--- config.mk ---
export PLATFORM = sky130hd
export DESIGN_NAME = core_ctrl
export DESIGN_NICKNAME = d
export VERILOG_FILES = /design/src/design/core_pkg.sv /design/src/design/core_ctrl.sv
export VERILOG_INCLUDE_DIRS = /design/src /design/src/design
export SDC_FILE = /design/constraint.sdc
export NUM_CORES = 1
export LEC_CHECK = 0
export BUFFER_PORTS_ARGS = -buffer_cell sky130_fd_sc_hd__buf_4
export CAP_MARGIN = 15
export CORE_AREA = 2 2 39 41
export CTS_CLUSTER_DIAMETER = 40
export CTS_CLUSTER_SIZE = 16
export DETAILED_ROUTE_END_ITERATION = 8
export DIE_AREA = 0 0 41 43
export GPL_ROUTABILITY_DRIVEN = 0
export PLACE_DENSITY = 0.52
export SYNTH_ARGS = -nofsm -noshare
export SYNTH_HDL_FRONTEND = slang
export SYNTH_SLANG_ARGS = --single-unit
--- constraint.sdc ---
create_clock -name clk -period 1.2 [get_ports clk]
set_input_delay 0.24 -clock clk [delete_from_list [all_inputs] [get_ports clk]]
set_output_delay 0.24 -clock clk [all_outputs]
set_load 0.01 [all_outputs]
--- src/design/core_defines.svh ---
`ifndef CORE_DEFINES_SVH
`define CORE_DEFINES_SVH

// Datapath word width
`define CORE_WORD_W 32

// Instruction memory address width, 256 instructions
`define CORE_IMEM_AW 8

// Register address width, 32 registers
`define CORE_RF_AW 5

// Instruction width
// opcode, rd and rs_imm fields
`define CORE_OPCODE_W 6
`define CORE_INSTR_W 16

// Network packet fields
// ID selects the core, address is wider than any core address
`define CORE_NET_ID_W 10
`define CORE_NET_ADDR_W 10

// Network command width
`define CORE_NET_OP_W 2

// Core state width
`define CORE_STATE_W 2

`endif

--- src/design/core_pkg.sv ---
`include "core_defines.svh"

package core_pkg;

    // Data word and addresses
    typedef logic [`CORE_WORD_W-1:0] word_t;
    typedef logic [`CORE_IMEM_AW-1:0] pc_t;
    typedef logic [`CORE_RF_AW-1:0] rf_addr_t;

    // Opcodes
    // Unused codes decode as NOP
    typedef enum logic [`CORE_OPCODE_W-1:0] {
        OP_NOP  = 6'h00,
        OP_ADD  = 6'h01,
        OP_SUB  = 6'h02,
        OP_AND  = 6'h03,
        OP_OR   = 6'h04,
        OP_ADDI = 6'h05,
        OP_MOV  = 6'h06,
        OP_BNEZ = 6'h07,
        OP_WAIT = 6'h08
    } opcode_e;

    // Instruction format
    // rs_imm is a source register, or a signed immediate for ADDI and BNEZ
    typedef struct packed {
        opcode_e                opcode;
        rf_addr_t               rd;
        logic [`CORE_RF_AW-1:0] rs_imm;
    } instr_t;

    localparam instr_t INSTR_NOP = '{opcode: OP_NOP, rd: '0, rs_imm: '0};

    // Network commands
    typedef enum logic [`CORE_NET_OP_W-1:0] {
        NET_NONE  = 2'd0,
        NET_INSTR = 2'd1,
        NET_REG   = 2'd2,
        NET_PC    = 2'd3
    } net_op_e;

    // Core states
    typedef enum logic [`CORE_STATE_W-1:0] {
        IDLE = 2'd0,
        RUN  = 2'd1,
        ERR  = 2'd2
    } core_state_e;

endpackage

--- src/design/core_ctrl.sv ---
`include "core_defines.svh"

module core_ctrl
    import core_pkg::*;
#(
    parameter logic [`CORE_NET_ID_W-1:0] CORE_ID = `CORE_NET_ID_W'(1)
)
(
    input  logic                          clk,
    input  logic                          n_reset,
    input  logic [`CORE_NET_ID_W-1:0]     net_id_i,
    input  net_op_e                       net_op_i,
    input  logic [`CORE_NET_ADDR_W-1:0]   net_addr_i,
    input  logic                          wb_we_i,
    input  logic                          wait_retired_i,
    output logic                          imem_we_o,
    output logic                          rf_net_we_o,
    output logic                          pc_load_o,
    output logic                          stall_o,
    output core_state_e                   state_o,
    output logic                          exception_o
);

    logic        id_match;
    logic        pc_cmd;
    core_state_e state_r;
    core_state_e state_n;
    logic        exception_r;

    // Packet decode
    // Address bits above the target range must be zero
    assign id_match = (net_id_i == CORE_ID);
    assign pc_cmd   = id_match && (net_op_i == NET_PC);

    assign imem_we_o = id_match && (net_op_i == NET_INSTR)
                       && (net_addr_i[`CORE_NET_ADDR_W-1:`CORE_IMEM_AW] == '0);
    assign rf_net_we_o = id_match && (net_op_i == NET_REG)
                         && (net_addr_i[`CORE_NET_ADDR_W-1:`CORE_RF_AW] == '0);

    // PC load only starts an idle core
    assign pc_load_o = pc_cmd && (state_r == IDLE);

    // Stall when not running, when imem port is taken by the network,
    // or when the network and a pending writeback want the RF port
    assign stall_o = (state_r != RUN) || imem_we_o || (rf_net_we_o && wb_we_i);

    // Core FSM
    always_comb
    begin
        state_n = state_r;
        case (state_r)
            IDLE:
                if (pc_cmd)
                    state_n = RUN;
            RUN:
                if (wait_retired_i)
                    state_n = IDLE;
            default:
                state_n = ERR;
        endcase
        // PC write to a busy core is fatal
        if (pc_cmd && (state_r != IDLE))
            state_n = ERR;
    end

    always_ff @(posedge clk)
    begin
        if (!n_reset)
        begin
            state_r     <= IDLE;
            exception_r <= 1'b0;
        end
        else
        begin
            state_r <= state_n;
            if (state_n == ERR)
                exception_r <= 1'b1;
        end
    end

    assign state_o     = state_r;
    assign exception_o = exception_r;

    a_err_sticky: assert property (
        @(posedge clk) disable iff (!n_reset)
        (state_r == ERR) |=> (state_r == ERR) && exception_o
    );

endmodule

# Word-level counts from Yosys, hierarchy flattened
# Cells that the tools add are included.
# totals
in_bits,26
ff_bits,3
latchBits,0
n_memories,0
out_inout_bits,7
word_cells,27
romBits,0
ram_bits,0
# classes
addsub,0
mux,4
n_bitwise,0
eq_ne,7
multipliers,0
reduce_logical,14
n_shift,0
order_cmp,0
div_mod_pow,0
# ops
op,count
10-bit by 1-bit == test with 1-bit output (second input constant),1
1-bit logical AND,8
2-bit == test (second input constant),3
2-bit two-way mux,3
5-bit zero test,1
2-bit by 1-bit == test with 1-bit output (second input constant),2
2-bit zero test,2
2-bit one-hot mux with 2 select lines,1
1-bit logical OR,2
2-bit by 1-bit != test with 1-bit output (second input constant),1
2-bit nonzero test,1

# Logic depth before layout (Yosys ltp)
# depth
word_depth,6
ltp_mapped,3

# Worst setup path before layout
# OpenSTA, ideal clock, no wires.
# synth_timing
kind,in2out
start,input net_id_i[5]
end,output pc_load_o
t_required_ps,960
path_buffers,0
path_slack_ps,-12
path_stages,3
arrival_time_ps,972
cell_sequence,nor4_4 > nand4_2 > nor3_1
# synth_via
elab_chain_len,3
# synth_lines
item,line,rtl
"start, declared",core_ctrl.sv:11,"input logic [`CORE_NET_ID_W-1:0] net_id_i,"
10-bit by 1-bit == test with 1-bit output,core_ctrl.sv:32,assign id_match = (net_id_i == CORE_ID);
1-bit logical AND,core_ctrl.sv:33,assign pc_cmd = id_match && (net_op_i == NET_PC);
1-bit logical AND,core_ctrl.sv:41,assign pc_load_o = pc_cmd && (state_r == IDLE);
"end, declared",core_ctrl.sv:18,"output logic pc_load_o,"
# Every way passes these cells.

# Worst setup path after layout
# layout_timing
start,input net_id_i[3]
end,output rf_net_we_o
# layout_via
elab_chain_len,3
# layout_lines
item,line,rtl
10-bit by 1-bit == test with 1-bit output,core_ctrl.sv:32,
1-bit logical AND (2 in a row),core_ctrl.sv:37,assign rf_net_we_o = id_match && (net_op_i == NET_REG)
"end, declared",core_ctrl.sv:17,"output logic rf_net_we_o,"
# Every way passes these cells.

==> reports/metrics.csv <==
stage,metric,value,unit
drt,wl_per_cell,9.83,um
drt,drtPass1Iterations,4,
sta,final.setup.worst_slack,-0.171,ns
sta,setup-violations-final,4,
setup_path,cp-startpoint,net_id_i[3],
drt,vias,334,
place,port_buffers,27,
setup_path,reg2reg_from,state_o[1],
setup_path,cp_cell_sequence,buf_6 -> nor4b_4 -> nand3_2 -> and3b_1 -> buf_6,
final_layout,fill_cells,158,
place,dpl_cell_area,483,sq um
setup_path,cp.arrival,1.13,ns
synth,synthCells,26,
cts,cts.hold.buffers_added,0,
final_layout,drive_gt1_share,67.8,%
final_layout,num_antenna_cells,0,
cts,ctsRootBufferMaster,clkbuf_4,
final_layout,fin_area,553,sq um
setup_path,cpMaxStageDelayCell,nor4b_4,
synth,synth.ff_latch_count,3,
cts,cts.clk_slew.worst_paths,0.04,ns
pwr,leakage,0.000254,uW
final_layout,final_core_util,40.0,%
global_route,grt_pass1_vias,326,
global_route,grt_antenna_before_repair,0,
pwr,peakVddDrop,253,uV
cts,cts_buffers,3,
global_route,grt_overflow,0,
drt,wl,737,um
sta,fin_crit_sh,114,%
synth,syn_area_per_cell,9.53,sq um
drt,via_per_inst,4.45,
setup_path,rr_worst_depth,2,
synth,syn_area,248,sq um
setup_path,path_max_fanout,3,
cts,clock_path_buffers,2,
cts,clock-sinks,3,
setup_path,cpPeakStageDelay,0.31,ns
cts,cts_tree,yes,
die,die_area,1760,sq um
global_route,grt_max_degree,8,
sta,final.setup_skew,0.00459,ns
sta,slew_headroom,82.4,%
die,die_w,41,um
sta,timing.final.crit_period,1.37,ns
global_route,grt_use_total,9.32,%
sta,drv_slew,0,
setup_path,start_kind,input pin,
final_layout,fin_nets,86,
die,dieHeight,43,um
setup_path,cp-end-kind,output pin,
setup_path,worstPathRequired,0.96,ns
cts,htreeDepth,1,
synth,yosysSeqAreaShare,24.2,%
setup_path,r2r_setup_slack,0.28,ns
final_layout,layout.cells.most_common,buf_4,
setup_path,crit_top_cell,buf_6,
sta,worst_slew_pin_slew,0.262,ns
cts,clock_latency,0.23,ns
sta,finalHoldViolations,0,
place,dp_hpwl,612,um
drt,drt.antenna.violating_nets,0,
die,initial_core_util,17.9,%
pwr,cellPowerDensity,644,nW/um^2
sta,fmax,0.729,GHz
setup_path,cp-endpoint,rf_net_we_o,
global_route,grt_pass1_wl,1.15,mm
worst_hold_path,min_path_type,input pin to flip-flop,
flow_run,maxCapViolCount,0,
die,ios,33,
final_layout,final_cells,75,
drt,first_iter_violations,5,
drt,drc,0,
synth,yosysWarningCount,0,
final_layout,final_cell_mix,"buf_4, buf_6, o21ai_0, clkbuf_4, dfxtp_1",
final_layout,syn2layout_area_growth,123,%
die,rows,14,
die,core_area,1380,sq um
run_status,violations,setup timing,
run_status,status,finished with violations,
setup_path,critical_path_class,input pin to output pin,
setup_path,r2r_end,state_o[0],
place,place_inst,70,
synth,synth.net_count,52,
synth,synthDistinctLibCells,17,
sta,rsz0062_at_grt,true,
worst_hold_path,min_path_cells,3,
sequential cells by signal, indices dropped and copies added (netlist names):
name,count
state_o,2
exception_o,1
cell families after synthesis:
logic type / after synthesis / synth area share (%)
DFF: 3 / 24.2
and+or+nand+nor: 17 / 59.1
muxes: 1 / 6.06
AOI/OAI and AO/OA: 5 / 10.6
what timing repair did:
action,in CTS,in global routing
gates resized for setup,6,2
setup endpoints to repair,4,4
pin swaps,2,3
cloned,0,0
setup buffers,0,1
power breakdown:
group	switching [uW]	internal, uW	leakage (uW)
Combinational	26.1	56.9	0.000215
Clock	48.6	124	0.0000150
Sequential	0.0131	100	0.0000241
Total	74.8	282	0.000254
through the flow:
stage	hold slack, ns	TNS, ns	power (uW)	setup WS [ns]
after detailed placement	0.487	-0.931	177	-0.233
final	0.249	-0.490	356	-0.171
after global placement	0.482	-0.895	176	-0.225
after floorplan	0.353	0	116	0.0371
after global routing	0.254	-0.738	381	-0.220
after CTS	0.248	-0.618	361	-0.195
final cells by class:
cell class	instances	area, sq um	area share, %
clock buffer	4	26.3	4.75
multi-input combinational	23	210	38.0
sequential	3	60.1	10.9
tap	16	20.0	3.62
timing repair buffer	29	236	42.8
cells in the mapped netlist:
cell | count | area, sq um
nor3b_1 | 1 | 7.51
and2_1 | 1 | 6.26
and3b_1 | 1 | 8.76
nand3_1 | 1 | 5.00
nor2b_1 | 2 | 12.5
mux2_4 | 1 | 15.0
nand4_2 | 1 | 12.5
nor4b_1 | 2 | 17.5
nor2_1 | 1 | 3.75
nor4bb_1 | 1 | 10.0
nand2_1 | 2 | 7.51
a31oi_1 | 1 | 6.26
nor3_1 | 2 | 10.0
dfxtp_1 | 3 | 60.1
nor4_4 | 1 | 21.3
o21ai_0 | 4 | 20.0
nor4b_4 | 1 | 23.8
layer usage:
metal,global-route usage (%),wire (um),vias up
met3,2.62,66,0
met4,6.00,0,0
met5,0,0,-
li1,-,-,169
met1,10.9,269,149
met2,14.1,401,16
worst max-delay path, delay by kind of cell:
kind,cells,cell delay [ns]
simple gates,3,0.69
buf+inv,2,0.19
worst min-delay path by stage:
stage | from | slack, ns | endpoint
detailed placement | n_reset | 0.49 | state_o[1]
CTS | n_reset | 0.25 | state_o[1]
global placement | exception_o | 0.48 | exception_o
global route | n_reset | 0.25 | state_o[1]
finish | n_reset | 0.25 | state_o[1]
floorplan | n_reset | 0.35 | state_o[1]
(Power assumes the default switching activity.)
