**config.mk**
```make
export PLATFORM = sky130hd
export DESIGN_NAME = exec_stage
export DESIGN_NICKNAME = d
export VERILOG_FILES = /design/src/design/core_pkg.sv /design/src/design/exec_stage.sv
export VERILOG_INCLUDE_DIRS = /design/src /design/src/design
export SDC_FILE = /design/constraint.sdc
export NUM_CORES = 1
export LEC_CHECK = 0
export BUFFER_PORTS_ARGS = -buffer_cell sky130_fd_sc_hd__buf_4
export CAP_MARGIN = 20
export CORE_MARGIN = 2
export CORE_UTILIZATION = 25
export DETAILED_ROUTE_END_ITERATION = 10
export PLACE_DENSITY_LB_ADDON = 0.15
export SLEW_MARGIN = 10
export SYNTH_ARGS = -nofsm -noshare
export SYNTH_HDL_FRONTEND = slang
export SYNTH_SLANG_ARGS = --single-unit
```
**constraint.sdc**
```tcl
create_clock -name clk -period 7.3 [get_ports clk]
set_input_delay 0.73 -clock clk [delete_from_list [all_inputs] [get_ports clk]]
set_output_delay 0.73 -clock clk [all_outputs]
set_load 0.02 [all_outputs]
```
**src/design/core_defines.svh**
```systemverilog
`ifndef CORE_DEFINES_SVH
`define CORE_DEFINES_SVH

// Datapath word width
`define CORE_WORD_W 32

// Instruction memory address width, 256 instructions
`define CORE_IMEM_AW 8

// Register address width, 32 registers
`define CORE_RF_AW 5

// Instruction width
// opcode, rd and rs_imm fields
`define CORE_OPCODE_W 6
`define CORE_INSTR_W 16

// Network packet fields
// ID selects the core, address is wider than any core address
`define CORE_NET_ID_W 10
`define CORE_NET_ADDR_W 10

// Network command width
`define CORE_NET_OP_W 2

// Core state width
`define CORE_STATE_W 2

`endif

```
**src/design/core_pkg.sv**
```systemverilog
`include "core_defines.svh"

package core_pkg;

    // Data word and addresses
    typedef logic [`CORE_WORD_W-1:0] word_t;
    typedef logic [`CORE_IMEM_AW-1:0] pc_t;
    typedef logic [`CORE_RF_AW-1:0] rf_addr_t;

    // Opcodes
    // Unused codes decode as NOP
    typedef enum logic [`CORE_OPCODE_W-1:0] {
        OP_NOP  = 6'h00,
        OP_ADD  = 6'h01,
        OP_SUB  = 6'h02,
        OP_AND  = 6'h03,
        OP_OR   = 6'h04,
        OP_ADDI = 6'h05,
        OP_MOV  = 6'h06,
        OP_BNEZ = 6'h07,
        OP_WAIT = 6'h08
    } opcode_e;

    // Instruction format
    // rs_imm is a source register, or a signed immediate for ADDI and BNEZ
    typedef struct packed {
        opcode_e                opcode;
        rf_addr_t               rd;
        logic [`CORE_RF_AW-1:0] rs_imm;
    } instr_t;

    localparam instr_t INSTR_NOP = '{opcode: OP_NOP, rd: '0, rs_imm: '0};

    // Network commands
    typedef enum logic [`CORE_NET_OP_W-1:0] {
        NET_NONE  = 2'd0,
        NET_INSTR = 2'd1,
        NET_REG   = 2'd2,
        NET_PC    = 2'd3
    } net_op_e;

    // Core states
    typedef enum logic [`CORE_STATE_W-1:0] {
        IDLE = 2'd0,
        RUN  = 2'd1,
        ERR  = 2'd2
    } core_state_e;

endpackage

```
**src/design/exec_stage.sv**
```systemverilog
module exec_stage
    import core_pkg::*;
(
    input  logic     clk,
    input  logic     n_reset,
    input  logic     stall_i,
    input  instr_t   instr_i,
    input  pc_t      pc_i,
    input  word_t    rs_val_i,
    input  word_t    rd_val_i,
    output rf_addr_t rs_addr_o,
    output rf_addr_t rd_addr_o,
    output logic     branch_taken_o,
    output pc_t      branch_target_o,
    output logic     wait_seen_o,
    output logic     wait_retired_o,
    output logic     wb_we_o,
    output rf_addr_t wb_addr_o,
    output word_t    wb_data_o
);

    instr_t   ex_instr_r;
    logic     ex_writes_r;
    pc_t      ex_pc_r;
    word_t    ex_rs_val_r;
    word_t    ex_rd_val_r;
    logic     dec_writes;
    word_t    dec_rs_val;
    word_t    dec_rd_val;
    word_t    imm_ext;
    word_t    alu_result;
    logic     wb_valid_r;
    rf_addr_t wb_addr_r;
    word_t    wb_data_r;

    // Operand bypass
    // Execute result first, then the writeback register
    function automatic word_t forward(rf_addr_t addr, word_t rf_val);
        word_t val;
        val = rf_val;
        if (addr != '0)
        begin
            if (ex_writes_r && (ex_instr_r.rd == addr))
                val = alu_result;
            else if (wb_valid_r && (wb_addr_r == addr))
                val = wb_data_r;
        end
        return val;
    endfunction

    assign rs_addr_o = instr_i.rs_imm;
    assign rd_addr_o = instr_i.rd;

    // Decode, only ALU ops with a nonzero rd write back
    always_comb
    begin
        case (instr_i.opcode)
            OP_ADD, OP_SUB, OP_AND, OP_OR, OP_ADDI, OP_MOV:
                dec_writes = (instr_i.rd != '0);
            default:
                dec_writes = 1'b0;
        endcase
        dec_rs_val = forward(instr_i.rs_imm, rs_val_i);
        dec_rd_val = forward(instr_i.rd, rd_val_i);
    end

    // Decode/execute register, squashed by a taken branch
    always_ff @(posedge clk)
    begin
        if (!n_reset)
        begin
            ex_instr_r  <= INSTR_NOP;
            ex_writes_r <= 1'b0;
        end
        else if (!stall_i)
        begin
            ex_instr_r  <= branch_taken_o ? INSTR_NOP : instr_i;
            ex_writes_r <= !branch_taken_o && dec_writes;
        end
    end

    always_ff @(posedge clk)
    begin
        if (!stall_i)
        begin
            ex_pc_r     <= pc_i;
            ex_rs_val_r <= dec_rs_val;
            ex_rd_val_r <= dec_rd_val;
        end
    end

    // ALU, rd is always the left operand
    assign imm_ext = word_t'(signed'(ex_instr_r.rs_imm));

    always_comb
    begin
        case (ex_instr_r.opcode)
            OP_ADD:  alu_result = ex_rd_val_r + ex_rs_val_r;
            OP_SUB:  alu_result = ex_rd_val_r - ex_rs_val_r;
            OP_AND:  alu_result = ex_rd_val_r & ex_rs_val_r;
            OP_OR:   alu_result = ex_rd_val_r | ex_rs_val_r;
            OP_ADDI: alu_result = ex_rd_val_r + imm_ext;
            OP_MOV:  alu_result = ex_rs_val_r;
            default: alu_result = '0;
        endcase
    end

    // BNEZ offset is relative to the branch itself
    assign branch_taken_o  = (ex_instr_r.opcode == OP_BNEZ) && (ex_rd_val_r != '0);
    assign branch_target_o = ex_pc_r + pc_t'(signed'(ex_instr_r.rs_imm));

    assign wait_seen_o    = (instr_i.opcode == OP_WAIT) || (ex_instr_r.opcode == OP_WAIT);
    assign wait_retired_o = (ex_instr_r.opcode == OP_WAIT) && !stall_i;

    // Writeback register
    always_ff @(posedge clk)
    begin
        if (!n_reset)
            wb_valid_r <= 1'b0;
        else if (!stall_i)
            wb_valid_r <= ex_writes_r;
    end

    always_ff @(posedge clk)
    begin
        if (!stall_i)
        begin
            wb_addr_r <= ex_instr_r.rd;
            wb_data_r <= alu_result;
        end
    end

    assign wb_we_o   = wb_valid_r;
    assign wb_addr_o = wb_addr_r;
    assign wb_data_o = wb_data_r;

    a_no_wb_r0: assert property (
        @(posedge clk) disable iff (!n_reset)
        wb_we_o |-> (wb_addr_o != '0)
    );

endmodule

```
[Word-level counts from Yosys, hierarchy flattened]
Index checks and enable logic that the tools add are counted.
Storage, ports and cells
  bits in read-only memories: 0
  flip-flop bits (word level): 127
  logic and storage cells: 58
  latch bits: 0
  bits in writable memories: 0
  memories kept: 0
Operators by class
  add/subtract/negate cells: 4
  bitwise operators: 2
  shift-type cells: 0
  order comparisons: 0
  divide/modulo/power cells: 0
  multipliers: 0
  mux-type cells: 9
  equality and inequality tests: 19
  reductions and logical operators: 14
Operators with widths (number)
  2-to-1 mux 32 bit: 6
  case mux 32 bit (6 select lines): 1
  adder 32 bit: 2
  equality test 6 x 3 -> 1 bit (second input constant): 7
  AND 32 bit: 1
  bitwise OR 32 bit: 1
  nonzero test 32 bit: 1
  subtractor 32 bit: 1
  equality test 6 x 2 -> 1 bit (second input constant): 4
  equality test 5 bit: 4
  2-to-1 mux 16 bit: 1
  equality test 6 x 1 -> 1 bit (second input constant): 2
  equality test 6 x 4 -> 1 bit (second input constant): 2
  nonzero test 5 bit: 2
  adder 8 bit: 1
  logical AND 1 bit: 7
  OR reduction 6 bit: 1
  logical NOT 1 bit: 2
  logical OR 1 bit: 1
  2-to-1 mux 1 bit: 1

[Logic depth before layout (Yosys ltp)]
Gate-level depths: netlist of the first run.
  depth after elaboration: 5
  gate-level depth with buffers: 22

[Worst setup path after synthesis of the first run]
OpenSTA, ideal clock, no wires.
  path kind: register to register
  start point: reg ex_rs_val_r[1]
  end point: reg ex_rd_val_r[31], data pin
  setup slack: 1.930 ns
  data required time: 7.126 ns
  stages on the path, launching flop included: 23
  arrival: 5.196 ns
  cells stage by stage: edfxtp_1 inv_1 ha_1 or3b_4 or4_4 or3_4 or4b_4 or3_4 or2_4 o21ai_1 a21oi_1 nand2_1 ha_1 clkbuf_1 a21o_1 a21o_1 a2111oi_0 nor4_1 a211oi_1 o21ai_0 xnor2_1 nand2_1 a311oi_1
Between the ends
  longest elaborated chain between the ends: 4
RTL lines
  start, declared: line exec_stage.sv:25  | word_t ex_rs_val_r;
  start signal, assigned: line exec_stage.sv:87  | ex_rs_val_r <= dec_rs_val;
  subtractor 32 bit / adder 32 bit (equally long branches): line exec_stage.sv:99, exec_stage.sv:98
  case mux 32 bit (6 select lines) (*): line exec_stage.sv:97  | case (ex_instr_r.opcode)
  2-to-1 mux 32 bit (*): line exec_stage.sv:43  | if (ex_writes_r && (ex_instr_r.rd == addr))
  2-to-1 mux 32 bit (*): line exec_stage.sv:41  | if (addr != '0)
  named net dec_rd_val[31]: line exec_stage.sv:29  | word_t dec_rd_val;
  end signal, assigned: line exec_stage.sv:88  | ex_rd_val_r <= dec_rd_val;
  end, declared: line exec_stage.sv:26  | word_t ex_rd_val_r;
Mark *: on every way through the listed nets, which the timed path passes. The rest lies on a longest branch.
A chain may end at the register's enable or synchronous reset.

[Worst setup path in the final report of the first run]
  start point: reg ex_rs_val_r[1]
  end point: reg ex_rs_val_r[31], data pin
Between the ends
  longest elaborated chain between the ends: 4
RTL lines
  subtractor 32 bit / adder 32 bit (equally long branches): line exec_stage.sv:99, exec_stage.sv:98
  case mux 32 bit (6 select lines) (*): line exec_stage.sv:97
  2-to-1 mux 32 bit (*): line exec_stage.sv:43
  2-to-1 mux 32 bit (*): line exec_stage.sv:41
  named net dec_rs_val[31]: line exec_stage.sv:28  | word_t dec_rs_val;
Marks and branches as above.

==> results of run 1 <==
## final cells by class
type / count / area share, %
tap: 511 / 5.50
multi-input combinational: 849 / 46.6
timing repair buffer: 165 / 10.7
clock inverter: 15 / 1.08
clock buffer: 17 / 3.66
antenna: 1 / 0.0215
sequential: 127 / 31.3
inverter: 37 / 1.22
## registers in the layout, indices dropped and copies added, names as in the netlist
| register | count |
|---|---|
| ex_rd_val_r | 32 |
| ex_rs_val_r | 32 |
| wb_data_o | 32 |
| ex_instr_r | 16 |
| ex_pc_r | 8 |
| wb_addr_o | 5 |
| ex_writes_r | 1 |
| wb_we_o | 1 |
## worst max-delay path by stage
stage              startpoint               to  slack (ns)  cells past startpoint
2_1_floorplan  ex_rs_val_r[1]  ex_rd_val_r[31]        1.93                     22
3_3_place_gp   ex_rs_val_r[1]  ex_rs_val_r[29]        1.43                     21
3_5_place_dp   ex_rs_val_r[1]  ex_rd_val_r[31]        1.40                     21
4_1_cts        ex_rs_val_r[1]  ex_rs_val_r[31]        1.32                     21
5_1_grt        ex_rs_val_r[1]  ex_rd_val_r[29]        0.89                     21
6_report       ex_rs_val_r[1]  ex_rs_val_r[31]        1.36                     21
## cell usage in the layout, fill, tap and decap left out, drive strengths merged, types with 7 or more instances in the layout
master  netlist  layout
buf          13     165
nand2       124     124
o21ai       116     116
edfxtp      109     109
a21oi        85      85
nor2         65      65
ha           46      46
inv          37      44
a22oi        37      37
a21o         35      35
nor3         29      29
xor2         28      28
xnor2        27      27
nor4         25      25
and2         24      24
o22ai        23      23
a32oi        19      19
nand3        19      19
dfxtp        18      18
clkbuf       63      17
o311ai       12      12
a211oi        9       9
or3           8       8
nor2b         7       7
and3          7       7
o211a         7       7
nand4         7       7
## layer usage
metal  share of wire, %  vias up  GRT usage [%]
li1                   -     4351              -
met1                 45     4443           24.2
met2                 49      253           31.1
met3                4.3       30           2.70
met4                1.8        0           5.44
met5                  0        -              0
## worst register-to-register path: cells and delay by family (launching register included)
family | cells | cell delay (ns)
compound gates | 8 | 1.68
xor+xnor | 1 | 0.20
fa+ha+maj | 2 | 0.55
buf+inv | 1 | 0.10
flops | 1 | 0.45
simple gates | 9 | 2.75
## report_power, final
part	leakage [nW]	switching, W	internal, W
Sequential	1.23	0.0000764	0.000861
Combinational	3.22	0.000381	0.000262
Clock	0.260	0.000379	0.000443
Total	4.71	0.000836	0.00157
## metrics by stage
stage	util (%)	cells
final	31.0	1722
after global routing	31.0	1721
after floorplan	-	1089
after detailed placement	29.5	1689
after global placement	29.5	1688
after CTS	31.0	1721
## kinds of logic after synthesis
| logic type | after synthesis | share of synthesized area (%) |
|---|---|---|
| flops | 127 | 38.3 |
| fa+ha+maj | 48 | 6.50 |
| mux | 4 | 0.422 |
| xor+xnor | 55 | 5.08 |
| compound gates | 399 | 27.1 |
| buf+inv | 113 | 4.88 |
| simple gates | 343 | 17.7 |
==> impl_metrics.toml, run 1 <==
[critical_path]
critPathCaptureType = "register"
cp-start-kind = "register"
critPathMaxStageDelay_ns = 0.51
crit_chain = "inv_1, ha_1, or3b_4, or4_4, or3_4, or4b_4, or3_4, or2_4, o21ai_1, a21oi_1, nand2_1, ha_1, a21o_1, a21o_1, a2111oi_0, nor4_1, a211oi_1, o21ai_0, xnor2_1, nand2_1, a311oi_1"
arrival_ns = 6.18
crit_buf_inv = 1
reg2reg_from = "ex_rs_val_r[1]"
required_ns = 7.54
r2r_end = "ex_rs_val_r[31]"
path_max_fanout = 10
path_class = "register to register"
cp_top_family = "simple AND/OR/NAND/NOR gates"
r2r_slack_ns = 1.36
slowest_stage = "or4b_4"
r2r_cells = 21

[hold_path]
hold_path.class = "input port to register"
hold-path-cell-count = 1
hp-start = "pc_i[7]"
min_to = "ex_pc_r[7]"

[detailed_routing]
drt_iter0_markers = 737
wl_um = 35900
wl_per_cell_um = 20.9
detail-route-antenna-nets = 0
drc = 0
vias = 9077
routed_via_density = 5.27
first_pass_iters = 8

[synth]
ys_ff_latch = 127
synth_area_per_cell_um2 = 8.70
synth_most_common_cell = "nand2_1"
synth-warning-count = 0
postSynthCellCount = 1089
synth_area_leaders = "edfxtp_1, ha_1, o21ai_0"
netlist_area_um2 = 9480
seq_area_frac_synth_pct = 38.3
syn_nets = 1228
synth_common_cells = "nand2_1, o21ai_0, edfxtp_1"
synth.distinct_cells = 69
yosys.area.top_type = "edfxtp_1"
yosysTopAreaCellShare_pct = 34.5
synth-edff-count = 109
synth-main-ff-cell = "edfxtp_1"
async_flop_share_pct = 0

[finish]
drive_above_1_share_pct = 18.0
nets = 1336
fillers = 4080
fin_area_um2 = 11600
multi_input_area_um2 = 5410
seq_area_um2 = 3630
area_growth_syn_to_layout_pct = 22.7

[grt]
grt_remaining_overflow = 0
grt_pass1_wl_um = 54400
grt_pass1_vias = 8860
track_usage_pct = 18.4
antenna_found_initial = 1
grt_max_degree = 67

[placement]
place_congestion = 0.865
portBuffers = 149
pre_cts_slack_ns = 1.40
place_hpwl_um = 26200
postPlaceCellArea_um2 = 11100

[floorplanning]
start_util_pct = 25.3
die_y_um = 199
core_area_um2 = 37500
die_area_um2 = 39500
fp-row-count = 71
die_w_um = 199
io_pins = 150

[timing]
finalSetupTns_ns = 0
finalMaxSlewViolations = 0
hold_violations = 0
period_share_pct = 81.3
slew_headroom_pct = 33.2
holdWs_ns = 0.463
skew_ns = 0.0205
fin_ws_ns = 1.36
tightest_slew_ns = 1.00
rsz0062_at_grt = "no"
period_needed_ns = 5.94
setup_viol = 0
fmax_ghz = 0.168

[power_and_ir_drop]
ir_worst_vdd_mv = 0.146
p_leak_nw = 4.71
finalPower_w = 0.00240
p_per_area_nw_per_um2 = 207

[clocking]
numCtsBuffers = 17
clk_pin_slew_worst_paths_ns = 0.07
ctsHoldBuffers = 0
cts_sinks = 127
cts_resized = 0
clockBufferDepth = 2
clock_latency_ns = 0.44
cts_max_level = 4
cts_tree = "yes"
cts_root_buf = "clkbuf_16"
postCtsSetupRepairBufs = 0

[run_status]
status = "complete, no violations"

[run]
maxCapViolations = 0
No activity file was read; power rests on OpenSTA's default activity.
==> inputs of run 2 (changes only) <==
==> constraint.sdc (replaced) <==
create_clock -name clk -period 6 [get_ports clk]
set_input_delay 0.6 -clock clk [delete_from_list [all_inputs] [get_ports clk]]
set_output_delay 0.6 -clock clk [all_outputs]
set_load 0.02 [all_outputs]
==> run 2 against run 1 <==
Effect of this change: power grew 27%; count of clock-buffer cells in the layout grew 5; wire length is essentially flat; clock power grew 34%; highest routed layer unchanged.
==> impl_metrics.toml, run 2 (same netlist as run 1, synthesis figures left out) <==
[detailed_routing]
drc = 0
wl_um = 35900
routed_via_density = 5.22
drt_iter0_markers = 656
first_pass_iters = 6
wl_per_cell_um = 20.7
detail-route-antenna-nets = 0
vias = 9055

[finish]
nets = 1349
final_common_cell = "buf_4"
area_growth_syn_to_layout_pct = 24.6
diodes = 0
fillers = 4028
layout_common_cells = "buf_4, nand2_1, o21ai_0, edfxtp_1, a21oi_1"
drive_above_1_share_pct = 19.1

[critical_path]
r2r_cells = 21
required_ns = 6.24
crit_chain = "inv_1, ha_1, or3b_4, or4_4, or3_4, or4b_4, or3_4, or2_4, o21ai_1, a21oi_1, nand2_1, ha_1, a21o_1, a21o_1, a2111oi_1, nor4_1, a211oi_1, o21ai_1, xnor2_1, nand2_1, a311oi_1"
crit_start = "ex_rs_val_r[1]"
crit_cells = 21
path_class = "register to register"
cp-start-kind = "register"
slowest_stage = "or4b_4"
arrival_ns = 5.98
cp_top_family = "simple AND/OR/NAND/NOR gates"
critPathMaxStageDelay_ns = 0.51
path_max_fanout = 5
reg2reg_from = "ex_rs_val_r[1]"
crit_end = "ex_rd_val_r[31]"
r2r_end = "ex_rd_val_r[31]"
critPathCaptureType = "register"
crit_buf_inv = 1
r2r_slack_ns = 0.26

[power_and_ir_drop]
p_leak_nw = 4.83
ir_worst_vdd_mv = 0.205
p_per_area_nw_per_um2 = 258

[timing]
setup_viol = 0
slew_headroom_pct = 36.8
tightest_slew_ns = 0.946
fin_ws_ns = 0.260
fmax_ghz = 0.174
skew_ns = 0.0113
period_share_pct = 95.7
hold_violations = 0
period_needed_ns = 5.74
finalSetupTns_ns = 0
finalMaxSlewViolations = 0

[grt]
grt_pass1_wl_um = 54400
grt_remaining_overflow = 0
grt_max_degree = 70
antenna_found_initial = 0
grt_pass1_vias = 8748
track_usage_pct = 18.5

[clocking]
cts_root_buf = "clkbuf_16"
cts_max_level = 4
numCtsBuffers = 17
cts_tree = "yes"
clk_pin_slew_worst_paths_ns = 0.06
clock_latency_ns = 0.44
cts_sinks = 127
clockBufferDepth = 2

[placement]
place_congestion = 0.898
portBuffers = 149
pre_cts_slack_ns = 0.280
place_hpwl_um = 26000

[run]
maxCapViolations = 0

[run_status]
status = "complete, no violations"

[floorplanning]
core_area_um2 = 37500
die_w_um = 199
fp-row-count = 71
die_y_um = 199
start_util_pct = 25.3
io_pins = 150
die_area_um2 = 39500

[hold_path]
hold_path.class = "input port to register"
## run 2: changes by cell type in the layout (fill, tap and decap cells not counted), moves of 2 or more
| cell | before | now |
|---|---|---|
| clkinvlp_4 | 4 | 0 |
| inv_6 | 6 | 4 |
| buf_4 | 164 | 177 |
| clkbuf_16 | 17 | 21 |
| inv_4 | 1 | 3 |
## run 2: metrics by stage
stage	hold WS [ns]	std cells	power (W)	utilization [%]	cell area [µm²]
after global placement	0.516	1700	0.00195	29.7	11100
after detailed placement	0.519	1701	0.00195	29.8	11200
after CTS	0.295	1733	0.00307	31.4	11800
after global routing	0.296	1734	0.00320	31.5	11800
after floorplan	0.491	1089	0.00163	-	9480
final	0.332	1734	0.00304	31.5	11800
## run 2: worst reg2reg max path: stages, from the launching register on
cell and delay [ns]:
edfxtp_1 0.44, inv_1 0.10, ha_1 0.18, or3b_4 0.41
or4_4 0.45, or3_4 0.43, or4b_4 0.52, or3_4 0.38
or2_4 0.25, o21ai_1 0.11, a21oi_1 0.08, nand2_1 0.08
ha_1 0.23, a21o_1 0.16, a21o_1 0.19, a2111oi_1 0.40
nor4_1 0.12, a211oi_1 0.18, o21ai_1 0.16, xnor2_1 0.18
nand2_1 0.12, a311oi_1 0.37
## run 2: timing repair
item	in CTS	in global routing
resized for setup	0	5
endpoints found under the hold margin	0	0
buffers inserted	0	0
hold buffers	0	0
endpoints found under the setup margin	0	5
## run 2: cell type report
cell class                      count  area (µm²)  area share [%]
Clock inverter                     10        82.6           0.699
Inverter                           37         141            1.20
Multi-Input combinational cell    849        5430            46.0
Timing Repair Buffer              178        1340            11.4
Clock buffer                       22         539            4.57
Tap cell                          511         639            5.41
Sequential cell                   127        3630            30.8
## run 2: worst min-delay path by stage
stage | startpoint | endpoint | slack (ns) | cells past startpoint
6_report | pc_i[3] | ex_pc_r[3] | 0.33 | 1
5_1_grt | pc_i[0] | ex_pc_r[0] | 0.30 | 1
4_1_cts | pc_i[3] | ex_pc_r[3] | 0.30 | 1
3_5_place_dp | ex_instr_r[9] | wb_addr_o[4] | 0.52 | 0
3_3_place_gp | ex_instr_r[5] | wb_addr_o[0] | 0.52 | 0
2_1_floorplan | ex_instr_r[9] | wb_addr_o[4] | 0.49 | 0
## run 2: layer usage
layer  up-vias  share of wire, %  track usage (%)
li1       4368                 -                -
met1      4418                45             24.6
met5         -                 0                0
met4         0               1.4             4.84
met2       239                49             30.9
met3        30               4.3             3.24
## run 2: power breakdown
group | total (W) | switching (W) | internal (W)
Sequential | 0.00114 | 0.0000911 | 0.00105
Combinational | 0.000802 | 0.000469 | 0.000333
Clock | 0.00110 | 0.000454 | 0.000647
Total | 0.00304 | 0.00101 | 0.00203
==> inputs of run 3 (changes only) <==
--- a/config.mk
+++ b/config.mk
@@ -12,7 +12,8 @@
 export CORE_UTILIZATION = 25
 export DETAILED_ROUTE_END_ITERATION = 10
 export PLACE_DENSITY_LB_ADDON = 0.15
-export SLEW_MARGIN = 10
+export SETUP_SLACK_MARGIN = 0.3
+export SLEW_MARGIN = 20
 export SYNTH_ARGS = -nofsm -noshare
 export SYNTH_HDL_FRONTEND = slang
 export SYNTH_SLANG_ARGS = --single-unit
==> run 3 against run 2 <==
Effect of this change: clock power about the same; cell count up 0.46%; power up 0.84%; combinational power up 2.6%; global-route usage about the same; critical path depth down 2; worst hold slack worse by 0.0012 ns; sequential cell count unchanged; first-iteration DRC count up 5.9%; setup slack better by 0.14 ns; die area unchanged; wire length up 1.1%; largest cell class unchanged.
==> impl_metrics.toml, run 3 (same netlist as run 1, synthesis figures left out) <==
[run_status]
status = "complete, no violations"

[critical_path]
critPathCaptureType = "register"
path_max_fanout = 7
cp-start-kind = "register"
path_class = "register to register"
required_ns = 6.26
arrival_ns = 5.86

[placement]
placedCellCount = 1701
portBuffers = 149
postPlaceCellArea_um2 = 11200
place_hpwl_um = 26000
pre_cts_slack_ns = 0.280
place_congestion = 0.898

[grt]
grt_pass1_vias = 8744
grt_remaining_overflow = 0
track_usage_pct = 18.5
antenna_found_initial = 0
grt_pass1_wl_um = 54400
grt_max_degree = 70

[timing]
setup_viol = 0
finalMaxSlewViolations = 0
fin_ws_ns = 0.401
slew_headroom_pct = 35.0
finalSetupTns_ns = 0
period_share_pct = 93.3
skew_ns = 0.00851
hold_violations = 0
rsz0062_at_grt = "yes"
tightest_slew_ns = 0.972
period_needed_ns = 5.60
fmax_ghz = 0.179

[detailed_routing]
drt_iter0_markers = 695
detail-route-antenna-nets = 0
first_pass_iters = 5
drc = 0
wl_per_cell_um = 20.8
vias = 9061
wl_um = 36300
routed_via_density = 5.20

[clocking]
ctsHoldBuffers = 0
cts_root_buf = "clkbuf_16"
cts_max_level = 4
clk_pin_slew_worst_paths_ns = 0.06
numCtsBuffers = 17
clock_latency_ns = 0.45
clockBufferDepth = 2
cts_tree = "yes"
cts_sinks = 127

[hold_path]
hold_path.class = "input port to register"

[finish]
fin_area_um2 = 12000
multi_input_area_um2 = 5510
stdcell_count = 1742
nets = 1357
diodes = 0
final_common_cell = "buf_4"
area_growth_syn_to_layout_pct = 26.1
layout_common_cells = "buf_4, nand2_1, edfxtp_1, o21ai_0, a21oi_1"
final_util_pct = 31.9
drive_above_1_share_pct = 20.8
seq_area_um2 = 3630
fillers = 4026

[power_and_ir_drop]
p_per_area_nw_per_um2 = 257
ir_worst_vdd_mv = 0.207
p_leak_nw = 4.87

[floorplanning]
io_pins = 150
die_w_um = 199
die_y_um = 199
start_util_pct = 25.3
core_area_um2 = 37500
die_area_um2 = 39500
fp-row-count = 71

[run]
maxCapViolations = 0
run 3: cell types whose count changed in the layout (fill, tap and decap cells not counted), moves of 2 or more:
cell / before / now
buf_4: 177 / 185
ha_1: 46 / 43
ha_2: 0 / 2
inv_1: 36 / 34
inv_2: 0 / 2
nor4_1: 24 / 22
nor4_2: 1 / 3
o21ai_0: 110 / 108
o21ai_2: 2 / 4
run 3: final timing paths:
kind	start	endpoint	slack (ns)	depth (start not counted)
worst max-delay path	ex_rs_val_r[1]	ex_rs_val_r[31]	0.40	19
worst min-delay path	pc_i[5]	ex_pc_r[5]	0.33	1
worst max register to register	ex_rs_val_r[1]	ex_rs_val_r[31]	0.40	19
worst min register to register	ex_instr_r[9]	wb_addr_o[4]	0.53	0
run 3: final cells by class:
class                      instances  share of cell area (%)
timing repair buffer             186                    11.7
tap                              511                    5.35
sequential                       127                    30.4
clock buffer                      22                    4.51
inverter                          37                    1.18
clock inverter                    10                   0.691
multi-input combinational        849                    46.1
run 3: critical path, cell delays in order, from the launching register on:
cell and delay [ns]:
edfxtp_1 0.45, inv_2 0.11, ha_4 0.13, or3b_4 0.39
or4_4 0.52, or3_4 0.36, or4b_4 0.57, or3_4 0.41
buf_4 0.15, nor2_1 0.08, nor3_1 0.05, a21oi_1 0.14
nand2_1 0.08, ha_1 0.43, nand2_1 0.14, or4_1 0.57
o21ai_2 0.19, xnor2_1 0.14, nand2_1 0.13, a311oi_2 0.36
run 3: repair_timing:
item	4_1_cts	5_1_grt
resized for setup	4	22
buffers inserted	0	9
setup endpoints to repair	4	23
pin swaps	1	15
run 3: power by group:
part           internal, W  switching, W
sequential         0.00105     0.0000927
clock             0.000647      0.000456
combinational     0.000344      0.000479
total              0.00204       0.00103
run 3: per-layer routing:
layer / up-vias / share of wire (%) / GRT usage, %
met1: 4397 / 45 / 24.6
met3: 37 / 4.4 / 3.24
met2: 232 / 49 / 31.0
met5: - / 0 / 0
li1: 4395 / - / -
met4: 0 / 1.5 / 4.84
run 3: metrics by stage:
| stage | hold WS (ns) | power (W) |
|---|---|---|
| finish | 0.330 | 0.00307 |
| global route | 0.296 | 0.00323 |
| CTS | 0.295 | 0.00307 |
| detailed placement | 0.519 | 0.00195 |
| global placement | 0.516 | 0.00195 |
| floorplan | 0.491 | 0.00163 |
